### config.mk
export PLATFORM = sky130hd
export DESIGN_NAME = ecc_mem_top
export DESIGN_NICKNAME = d
export VERILOG_FILES = /design/src/ecc68_pkg.sv /design/src/ecc68_codec.sv /design/src/ecc_err_log.sv /design/src/ecc_mem_top.sv /design/src/ecc_ram.sv /design/src/ecc_read_port.sv
export SDC_FILE = /design/constraint.sdc
export NUM_CORES = 2
export LEC_CHECK = 0
export BUFFER_PORTS_ARGS = -buffer_cell sky130_fd_sc_hd__clkbuf_2
export CAP_MARGIN = 25
export CORE_MARGIN = 2
export CORE_UTILIZATION = 24
export CTS_BUF_LIST = sky130_fd_sc_hd__clkbuf_4
export DETAILED_ROUTE_END_ITERATION = 8
export PLACE_DENSITY_LB_ADDON = 0.12
export SLEW_MARGIN = 20
export SYNTH_ARGS = -nofsm -noshare
export SYNTH_HDL_FRONTEND = slang
export SYNTH_MEMORY_MAX_BITS = 65536
export SYNTH_SLANG_ARGS = --single-unit
export TNS_END_PERCENT = 50
### constraint.sdc
create_clock -name clk -period 13.7 [get_ports clk]
set_input_delay 0.685 -clock clk [delete_from_list [all_inputs] [get_ports clk]]
set_output_delay 0.685 -clock clk [all_outputs]
set_load 0.02 [all_outputs]
### src/ecc68_pkg.sv
`default_nettype none

package ecc68_pkg;

    // ==========================================================
    // widths and sizes
    // ==========================================================
    localparam int DATA_WIDTH   = 68;
    localparam int PARITY_WIDTH = 8;
    localparam int CODE_WIDTH   = DATA_WIDTH + PARITY_WIDTH; // parity sits in the top bits
    localparam int ADDR_WIDTH   = 6;
    localparam int MEM_DEPTH    = 64;
    localparam int CNT_WIDTH    = 16;

    // ==========================================================
    // parity-check matrix, one column per data bit
    // ==========================================================
    // bit k of column i set => data bit i feeds parity bit k
    localparam logic [PARITY_WIDTH-1:0] H_COLUMNS [0:DATA_WIDTH-1] = '{
        8'h83, 8'h85, 8'h86, 8'h07,  // 0..3
        8'h89, 8'h8A, 8'h0B, 8'h8C,
        8'h0D, 8'h0E, 8'h8F, 8'h91,
        8'h92, 8'h13, 8'h94, 8'h15,
        8'h16, 8'h97, 8'h98, 8'h19,  // 16..19
        8'h1A, 8'h9B, 8'h1C, 8'h9D,
        8'h9E, 8'h1F, 8'hA1, 8'hA2,
        8'h23, 8'hA4, 8'h25, 8'h26,
        8'hA7, 8'hA8, 8'h29, 8'h2A,  // 32..35
        8'hAB, 8'h2C, 8'hAD, 8'hAE,
        8'h2F, 8'hB0, 8'h31, 8'h32,
        8'hB3, 8'h34, 8'hB5, 8'hB6,
        8'h37, 8'h38, 8'hB9, 8'hBA,  // 48..51
        8'h3B, 8'hBC, 8'h3D, 8'h3E,
        8'hBF, 8'hC1, 8'hC2, 8'h43,  // bit 6 only covers 57 and up
        8'hC4, 8'h45, 8'h46, 8'hC7,
        8'hC8, 8'h49, 8'h4A, 8'hCB   // 64..67
    };

    // ==========================================================
    // encoder
    // ==========================================================
    function automatic logic [PARITY_WIDTH-1:0] ecc68_encode(
        input logic [DATA_WIDTH-1:0] d
    );
        logic [PARITY_WIDTH-1:0] p;
        p = '0;
        // each set data bit toggles the parity bits named by its column
        for (int i = 0; i < DATA_WIDTH; i++) begin
            p = p ^ (H_COLUMNS[i] & {PARITY_WIDTH{d[i]}});
        end
        return p;
    endfunction

endpackage

`default_nettype wire

### src/ecc68_codec.sv
`timescale 1ns/100ps
`default_nettype none

module ecc68_codec (
    input  wire logic                               clk,
    input  wire logic [ecc68_pkg::DATA_WIDTH-1:0]   data_in,
    input  wire logic [ecc68_pkg::PARITY_WIDTH-1:0] parity_in,
    input  wire logic                               bypass,
    output logic      [ecc68_pkg::DATA_WIDTH-1:0]   data_out,
    output logic      [ecc68_pkg::PARITY_WIDTH-1:0] parity_out,
    output logic      [ecc68_pkg::DATA_WIDTH-1:0]   mask,
    output logic                                    sbit_err,
    output logic                                    dbit_err
);

    import ecc68_pkg::*;

    logic [PARITY_WIDTH-1:0] syndrome;
    logic                    sbit_raw;
    logic                    dbit_raw;

    // ==========================================================
    // syndrome
    // ==========================================================
    assign parity_out = ecc68_encode(data_in);
    assign syndrome   = parity_in ^ parity_out;   // zero when the word is clean

    // ==========================================================
    // syndrome decode
    // ==========================================================
    always_comb begin
        mask     = '0;
        sbit_raw = 1'b0;
        dbit_raw = 1'b0;
        if (syndrome != '0) begin
            if ($onehot(syndrome)) begin
                sbit_raw = 1'b1;                      // check bit flipped, data intact
            end else begin
                dbit_raw = 1'b1;                      // assume double unless a column hits
                for (int i = 0; i < DATA_WIDTH; i++) begin
                    if (syndrome == H_COLUMNS[i]) begin
                        mask[i]  = 1'b1;
                        sbit_raw = 1'b1;
                        dbit_raw = 1'b0;
                    end
                end
            end
        end
    end

    assign data_out = bypass ? data_in : (data_in ^ mask);
    assign sbit_err = bypass ? 1'b0 : sbit_raw;
    assign dbit_err = bypass ? 1'b0 : dbit_raw;

    // ==========================================================
    // checks
    // ==========================================================
    // a syndrome decodes to one class only
    a_flags_exclusive: assert property (@(posedge clk) !(sbit_err && dbit_err));

    // correction never touches more than one data bit
    a_mask_onehot0: assert property (@(posedge clk) $onehot0(mask));

endmodule

`default_nettype wire

### src/ecc_err_log.sv
`timescale 1ns/100ps
`default_nettype none

module ecc_err_log (
    input  wire logic                             clk,
    input  wire logic                             rst,
    input  wire logic                             rd_valid,
    input  wire logic                             rd_sbit,
    input  wire logic                             rd_dbit,
    input  wire logic [ecc68_pkg::ADDR_WIDTH-1:0] rd_err_addr,
    output logic      [ecc68_pkg::CNT_WIDTH-1:0]  sbit_count,
    output logic      [ecc68_pkg::CNT_WIDTH-1:0]  dbit_count,
    output logic      [ecc68_pkg::ADDR_WIDTH-1:0] last_err_addr
);

    import ecc68_pkg::*;

    logic sbit_full;
    logic dbit_full;

    assign sbit_full = (sbit_count == {CNT_WIDTH{1'b1}});   // saturate, never wrap
    assign dbit_full = (dbit_count == {CNT_WIDTH{1'b1}});

    always_ff @(posedge clk) begin
        if (rst) begin
            sbit_count    <= '0;
            dbit_count    <= '0;
            last_err_addr <= '0;
        end else if (rd_valid) begin
            if (rd_sbit && !sbit_full) begin
                sbit_count <= sbit_count + 1'b1;
            end
            if (rd_dbit && !dbit_full) begin
                dbit_count <= dbit_count + 1'b1;
            end
            if (rd_sbit || rd_dbit) begin
                last_err_addr <= rd_err_addr;   // most recent error wins
            end
        end
    end

    // ==========================================================
    // checks
    // ==========================================================
    a_sbit_monotonic: assert property (
        @(posedge clk) disable iff (rst) !$past(rst) |-> (sbit_count >= $past(sbit_count))
    );

    a_dbit_monotonic: assert property (
        @(posedge clk) disable iff (rst) !$past(rst) |-> (dbit_count >= $past(dbit_count))
    );

endmodule

`default_nettype wire

### src/ecc_mem_top.sv
`timescale 1ns/100ps
`default_nettype none

module ecc_mem_top (
    input  wire logic                             clk,
    input  wire logic                             rst,
    input  wire logic                             wr_en,
    input  wire logic [ecc68_pkg::ADDR_WIDTH-1:0] wr_addr,
    input  wire logic [ecc68_pkg::DATA_WIDTH-1:0] wr_data,
    input  wire logic [ecc68_pkg::CODE_WIDTH-1:0] inj_flip,
    input  wire logic                             rd_en,
    input  wire logic [ecc68_pkg::ADDR_WIDTH-1:0] rd_addr,
    input  wire logic                             ecc_bypass,
    output logic                                  rd_valid,
    output logic      [ecc68_pkg::DATA_WIDTH-1:0] rd_data,
    output logic                                  rd_sbit,
    output logic                                  rd_dbit,
    output logic      [ecc68_pkg::CNT_WIDTH-1:0]  sbit_count,
    output logic      [ecc68_pkg::CNT_WIDTH-1:0]  dbit_count,
    output logic      [ecc68_pkg::ADDR_WIDTH-1:0] last_err_addr
);

    import ecc68_pkg::*;

    logic [CODE_WIDTH-1:0] wr_code;
    logic [CODE_WIDTH-1:0] rd_code;
    logic [ADDR_WIDTH-1:0] rd_err_addr;

    // ==========================================================
    // write path with fault injection
    // ==========================================================
    assign wr_code = {ecc68_encode(wr_data), wr_data} ^ inj_flip;   // flips hit this write only

    ecc_ram u_ram (
        .clk     (clk),
        .wr_en   (wr_en),
        .wr_addr (wr_addr),
        .wr_code (wr_code),
        .rd_en   (rd_en),
        .rd_addr (rd_addr),
        .rd_code (rd_code)
    );

    // ==========================================================
    // read path and error log
    // ==========================================================
    ecc_read_port u_read_port (
        .clk         (clk),
        .rst         (rst),
        .rd_en       (rd_en),
        .rd_addr     (rd_addr),
        .rd_code     (rd_code),
        .bypass      (ecc_bypass),
        .rd_valid    (rd_valid),
        .rd_data     (rd_data),
        .rd_sbit     (rd_sbit),
        .rd_dbit     (rd_dbit),
        .rd_err_addr (rd_err_addr)
    );

    ecc_err_log u_err_log (
        .clk           (clk),
        .rst           (rst),
        .rd_valid      (rd_valid),
        .rd_sbit       (rd_sbit),
        .rd_dbit       (rd_dbit),
        .rd_err_addr   (rd_err_addr),
        .sbit_count    (sbit_count),
        .dbit_count    (dbit_count),
        .last_err_addr (last_err_addr)
    );

endmodule

`default_nettype wire

### src/ecc_ram.sv
`timescale 1ns/100ps
`default_nettype none

module ecc_ram (
    input  wire logic                             clk,
    input  wire logic                             wr_en,
    input  wire logic [ecc68_pkg::ADDR_WIDTH-1:0] wr_addr,
    input  wire logic [ecc68_pkg::CODE_WIDTH-1:0] wr_code,
    input  wire logic                             rd_en,
    input  wire logic [ecc68_pkg::ADDR_WIDTH-1:0] rd_addr,
    output logic      [ecc68_pkg::CODE_WIDTH-1:0] rd_code
);

    import ecc68_pkg::*;

    logic [CODE_WIDTH-1:0] mem [0:MEM_DEPTH-1];

    always_ff @(posedge clk) begin
        if (wr_en) begin
            mem[wr_addr] <= wr_code;
        end
    end

    // read before write on a shared address, old word comes out
    always_ff @(posedge clk) begin
        if (rd_en) begin
            rd_code <= mem[rd_addr];   // held until the next read
        end
    end

endmodule

`default_nettype wire

### src/ecc_read_port.sv
`timescale 1ns/100ps
`default_nettype none

module ecc_read_port (
    input  wire logic                             clk,
    input  wire logic                             rst,
    input  wire logic                             rd_en,
    input  wire logic [ecc68_pkg::ADDR_WIDTH-1:0] rd_addr,
    input  wire logic [ecc68_pkg::CODE_WIDTH-1:0] rd_code,
    input  wire logic                             bypass,
    output logic                                  rd_valid,
    output logic      [ecc68_pkg::DATA_WIDTH-1:0] rd_data,
    output logic                                  rd_sbit,
    output logic                                  rd_dbit,
    output logic      [ecc68_pkg::ADDR_WIDTH-1:0] rd_err_addr
);

    import ecc68_pkg::*;

    logic                  trk_valid;   // lines up with rd_code
    logic [ADDR_WIDTH-1:0] trk_addr;
    logic [DATA_WIDTH-1:0] fix_data;
    logic                  fix_sbit;
    logic                  fix_dbit;

    // ==========================================================
    // stage 1, track the request alongside the RAM read
    // ==========================================================
    always_ff @(posedge clk) begin
        if (rst) begin
            trk_valid <= 1'b0;
        end else begin
            trk_valid <= rd_en;
        end
    end

    always_ff @(posedge clk) begin
        trk_addr <= rd_addr;
    end

    ecc68_codec u_codec (
        .clk        (clk),
        .data_in    (rd_code[DATA_WIDTH-1:0]),
        .parity_in  (rd_code[CODE_WIDTH-1:DATA_WIDTH]),
        .bypass     (bypass),
        .data_out   (fix_data),
        .parity_out (),
        .mask       (),
        .sbit_err   (fix_sbit),
        .dbit_err   (fix_dbit)
    );

    // ==========================================================
    // stage 2, output register
    // ==========================================================
    always_ff @(posedge clk) begin
        if (rst) begin
            rd_valid <= 1'b0;
            rd_sbit  <= 1'b0;
            rd_dbit  <= 1'b0;
        end else begin
            rd_valid <= trk_valid;
            rd_sbit  <= trk_valid & fix_sbit;   // stale codeword must not flag
            rd_dbit  <= trk_valid & fix_dbit;
        end
    end

    always_ff @(posedge clk) begin
        if (trk_valid) begin
            rd_data     <= fix_data;
            rd_err_addr <= trk_addr;
        end
    end

    a_flag_needs_valid: assert property (
        @(posedge clk) disable iff (rst) (rd_sbit || rd_dbit) |-> rd_valid
    );

endmodule

`default_nettype wire

==> out/qor.txt <==
Die Width: 907 um
Worst Path Max Fanout: 7
Final antenna-violating net count: 0
Crit path buf inv count: 5
Final setup violation count: 0
Mean Syn Cell Area: 24.7 um^2
Clock period minus worst slack: 7.09 ns
Worst Max-Slew Pin Slew: 1.15 ns
Syn Nets: 8,116
CTS Buffer Depth: 5
Post-synth EDFFs: 5,014
Max incr delay on CP: 0.70 ns
Worst skew pair latency: 1.93 ns
Post-layout nets: 10,100
Sum Neg Setup Slack: 0 ns
Initial antenna violation count: 68
Nature of the critical path endpoint: flip-flop
Post-Place Worst Slack: 6.64 ns
Hold-critical path endpoint: u_read_port.trk_addr[0]
Port Buf Inserts: 269
Number of global-route vias before repair: 106,000
Core area: 813,000 um^2
Largest net degree at the start of global routing: 126
Share of post-route cells with drive strength above 1: 42.4%
Die ar.: 824,000 um^2
CP dominant cell by count: inv_1
Post-CTS repair timing setup buffer count: 0
Clock Sink Count: 5,062
Hold_ws: 0.253 ns
Count of final hold-check violations: 0
Via count: 100,000
Status: complete, no violations
Register-to-register setup slack: 6.61 ns
Hold Crit Start: rd_addr[0]
Crit-path slowest cell: nor2b_1
Post-layout power: 39.7 mW
First DRT Iteration DRCs: 9,709
Final WL: 754,000 um
Slew headroom: 23.2%
Final Util: 28.9%
Async set or reset register ratio after synthesis: 0%
Layout Cells excl Fill: 21,800
Initial Utilization: 24.1%
Post-DP HPWL: 426,000 um
CTS Buf Count: 1,464
Critical register-to-register path startpoint: u_ram.rd_code[67]
CTS root buffer: clkbuf_4
Ys flop type: edfxtp_1
R2R depth: 22
Area Overhead vs Synth: 20.0%
Drt first pass iters: 9
Die height: 907 um
Peak VDD IR: 0.609 mV
Slew Viols, Final: 0
Required time worst endpoint: 15.30 ns
Post-route design area: 235,000 um^2
PD cells: 169 nW/um^2
Fin crit share: 51.8%
Final Wtd Congestion: 0.794
Cells along the critical path: xnor2_1 -> xnor3_1 -> xnor3_2 -> xnor2_4 -> xnor2_1 -> fa_1 -> inv_1 -> fa_1 -> inv_1 -> fa_1 -> inv_1 -> ha_1 -> inv_1 -> fa_1 -> inv_1 -> o21ai_0 -> nand3_1 -> nand2_1 -> a311o_4 -> nor2b_1 -> nand3_2 -> xnor2_1
Vias per cell: 4.59
Clk_skew: 0.139 ns
Post-Syn Area: 196,000 um^2
H-tree Lvls: 7
Inst Count DP: 19,000
Cts repair resizes: 0
TritonCTS clock tree: built
Mapped Cells: 7,942
Drt wl/cell: 34.6 um
Unrepaired setup endpoints after global routing: false
Clock-pin slew on the worst setup and hold paths: 0.07 ns
Worst hold path depth: 3
Total GRT Usage: 18.1%
Placed inst area: 215,000 um^2
FF-to-FF End: u_read_port.rd_data[25]
Row cnt: 331
Critical path class: flip-flop to flip-flop
LEAKAGE: 73.5 nW
Most common cell after layout, fill and taps aside: edfxtp_1
Register area share after synthesis: 77.3%
Crit path max-delay family: adder cells
Number of max-cap violations: 0
DRC Markers: 0
HP Class: primary input to flip-flop
Setup WS post-layout: 6.61 ns
Fmax: 141 MHz
First-pass GRT wire length: 992,000 um
Crit path DAT: 8.69 ns
IO Count: 270
Yosys reg bits: 5,062
Yosys warns: 0
Distinct cells, synth: 70
Overflow left after global routing: 0
Most frequent cells in the layout: edfxtp_1, clkbuf_4, mux4_2
Startpoint types: flip-flop
## worst max path at each step
stage | startpoint | to | slack [ns] | depth (start not counted)
after global placement | u_ram.rd_code[36] | u_read_port.rd_data[22] | 6.53 | 22
after detailed placement | u_ram.rd_code[67] | u_read_port.rd_data[16] | 6.64 | 22
after CTS | u_ram.rd_code[36] | u_read_port.rd_data[25] | 6.58 | 22
final | u_ram.rd_code[67] | u_read_port.rd_data[25] | 6.61 | 22
after floorplan | wr_en | u_ram.mem[32][0] | 6.75 | 5
after global routing | u_ram.rd_code[67] | u_read_port.rd_data[25] | 6.29 | 22
## where the power goes
part	total [mW]	switching, mW	internal [mW]
combinational	7.61	5.30	2.31
clock	13.6	6.52	7.13
sequential	18.4	0.140	18.3
total	39.7	12.0	27.7
## state kept, by name (all words and copies together) (netlist names)
name	count
u_err_log.dbit_count	16
u_err_log.last_err_addr	6
u_err_log.sbit_count	16
u_ram.mem	4864
u_ram.rd_code	76
u_read_port.rd_data	68
u_read_port.rd_dbit	1
u_read_port.rd_err_addr	6
u_read_port.rd_sbit	1
u_read_port.rd_valid	1
u_read_port.trk_addr	6
u_read_port.trk_valid	1
## worst reg2reg max path: cells and delay by family (launching register included)
family	cells	cell delay, ns
AO/OA/AOI/OAI	2	0.54
XOR/XNOR	6	1.96
adder cells (fa/ha/maj)	5	2.24
buffers and inverters	5	0.39
flip-flops	1	0.45
AND/OR/NAND/NOR	4	1.22
## layout make-up
type | count | area [um^2]
diodes | 49 | 123
flip-flops and latches | 5062 | 152000
well taps | 10800 | 13500
fillers | 79700 | 578000
multi-input cells | 2462 | 44700
inverters | 20 | 75.1
clock buffers | 2117 | 15900
repair buffers | 936 | 7820
clock inverters | 336 | 1480
## Yosys cell counts (3+ instances only)
master / instances / share of area, %
a211oi_1: 3 / 0.011
a21oi_1: 11 / 0.028
and2_1: 3 / 0.0096
and3_1: 11 / 0.035
and4_1: 3 / 0.013
buf_1: 93 / 0.18
buf_2: 11 / 0.028
clkbuf_1: 292 / 0.56
dfxtp_1: 48 / 0.49
edfxtp_1: 5014 / 77
fa_1: 4 / 0.041
ha_1: 9 / 0.057
inv_1: 19 / 0.036
mux2i_1: 10 / 0.051
mux4_2: 1596 / 18
nand2_1: 38 / 0.073
nand2b_1: 3 / 0.0096
nand3_1: 78 / 0.20
nand3_2: 7 / 0.036
nand4_1: 7 / 0.022
nor2_1: 112 / 0.21
nor2b_1: 11 / 0.035
nor3_1: 22 / 0.056
nor4_1: 6 / 0.019
o211ai_1: 4 / 0.015
o21ai_0: 11 / 0.028
o221ai_1: 5 / 0.022
or2_1: 5 / 0.016
or2_2: 3 / 0.0096
or3_1: 8 / 0.026
xnor2_1: 282 / 1.3
xnor2_2: 6 / 0.050
xnor3_1: 23 / 0.26
xnor3_2: 4 / 0.049
xor2_1: 131 / 0.59
xor2_2: 3 / 0.025
## routing by layer
layer | vias to the layer above | track usage [%] | wire length [um]
met4 | 4 | 5.68 | 20000
met1 | 56100 | 23.4 | 319000
met3 | 1052 | 3.46 | 37100
met2 | 3679 | 30.7 | 378000
met5 | - | 0 | 27
li1 | 39300 | - | -
## repair_timing
action                                  in CTS  in global routing
endpoints found under the hold margin     6130                 32
endpoints found under the setup margin       0                  0
hold buffers                               273                  1
## logic make-up (layout without fill, tap and decap cells)
kind of cell,Yosys count,in the layout,synth area share [%]
other cells,0,49,0
simple gates,331,331,0.837
flops,5062,5062,77.3
mux,1607,1607,18.4
compound gates,58,58,0.212
buf+inv,418,3409,0.814
fa+ha+maj,13,13,0.0984
xor+xnor,453,453,2.29
Power figures use the tool's default switching activity.
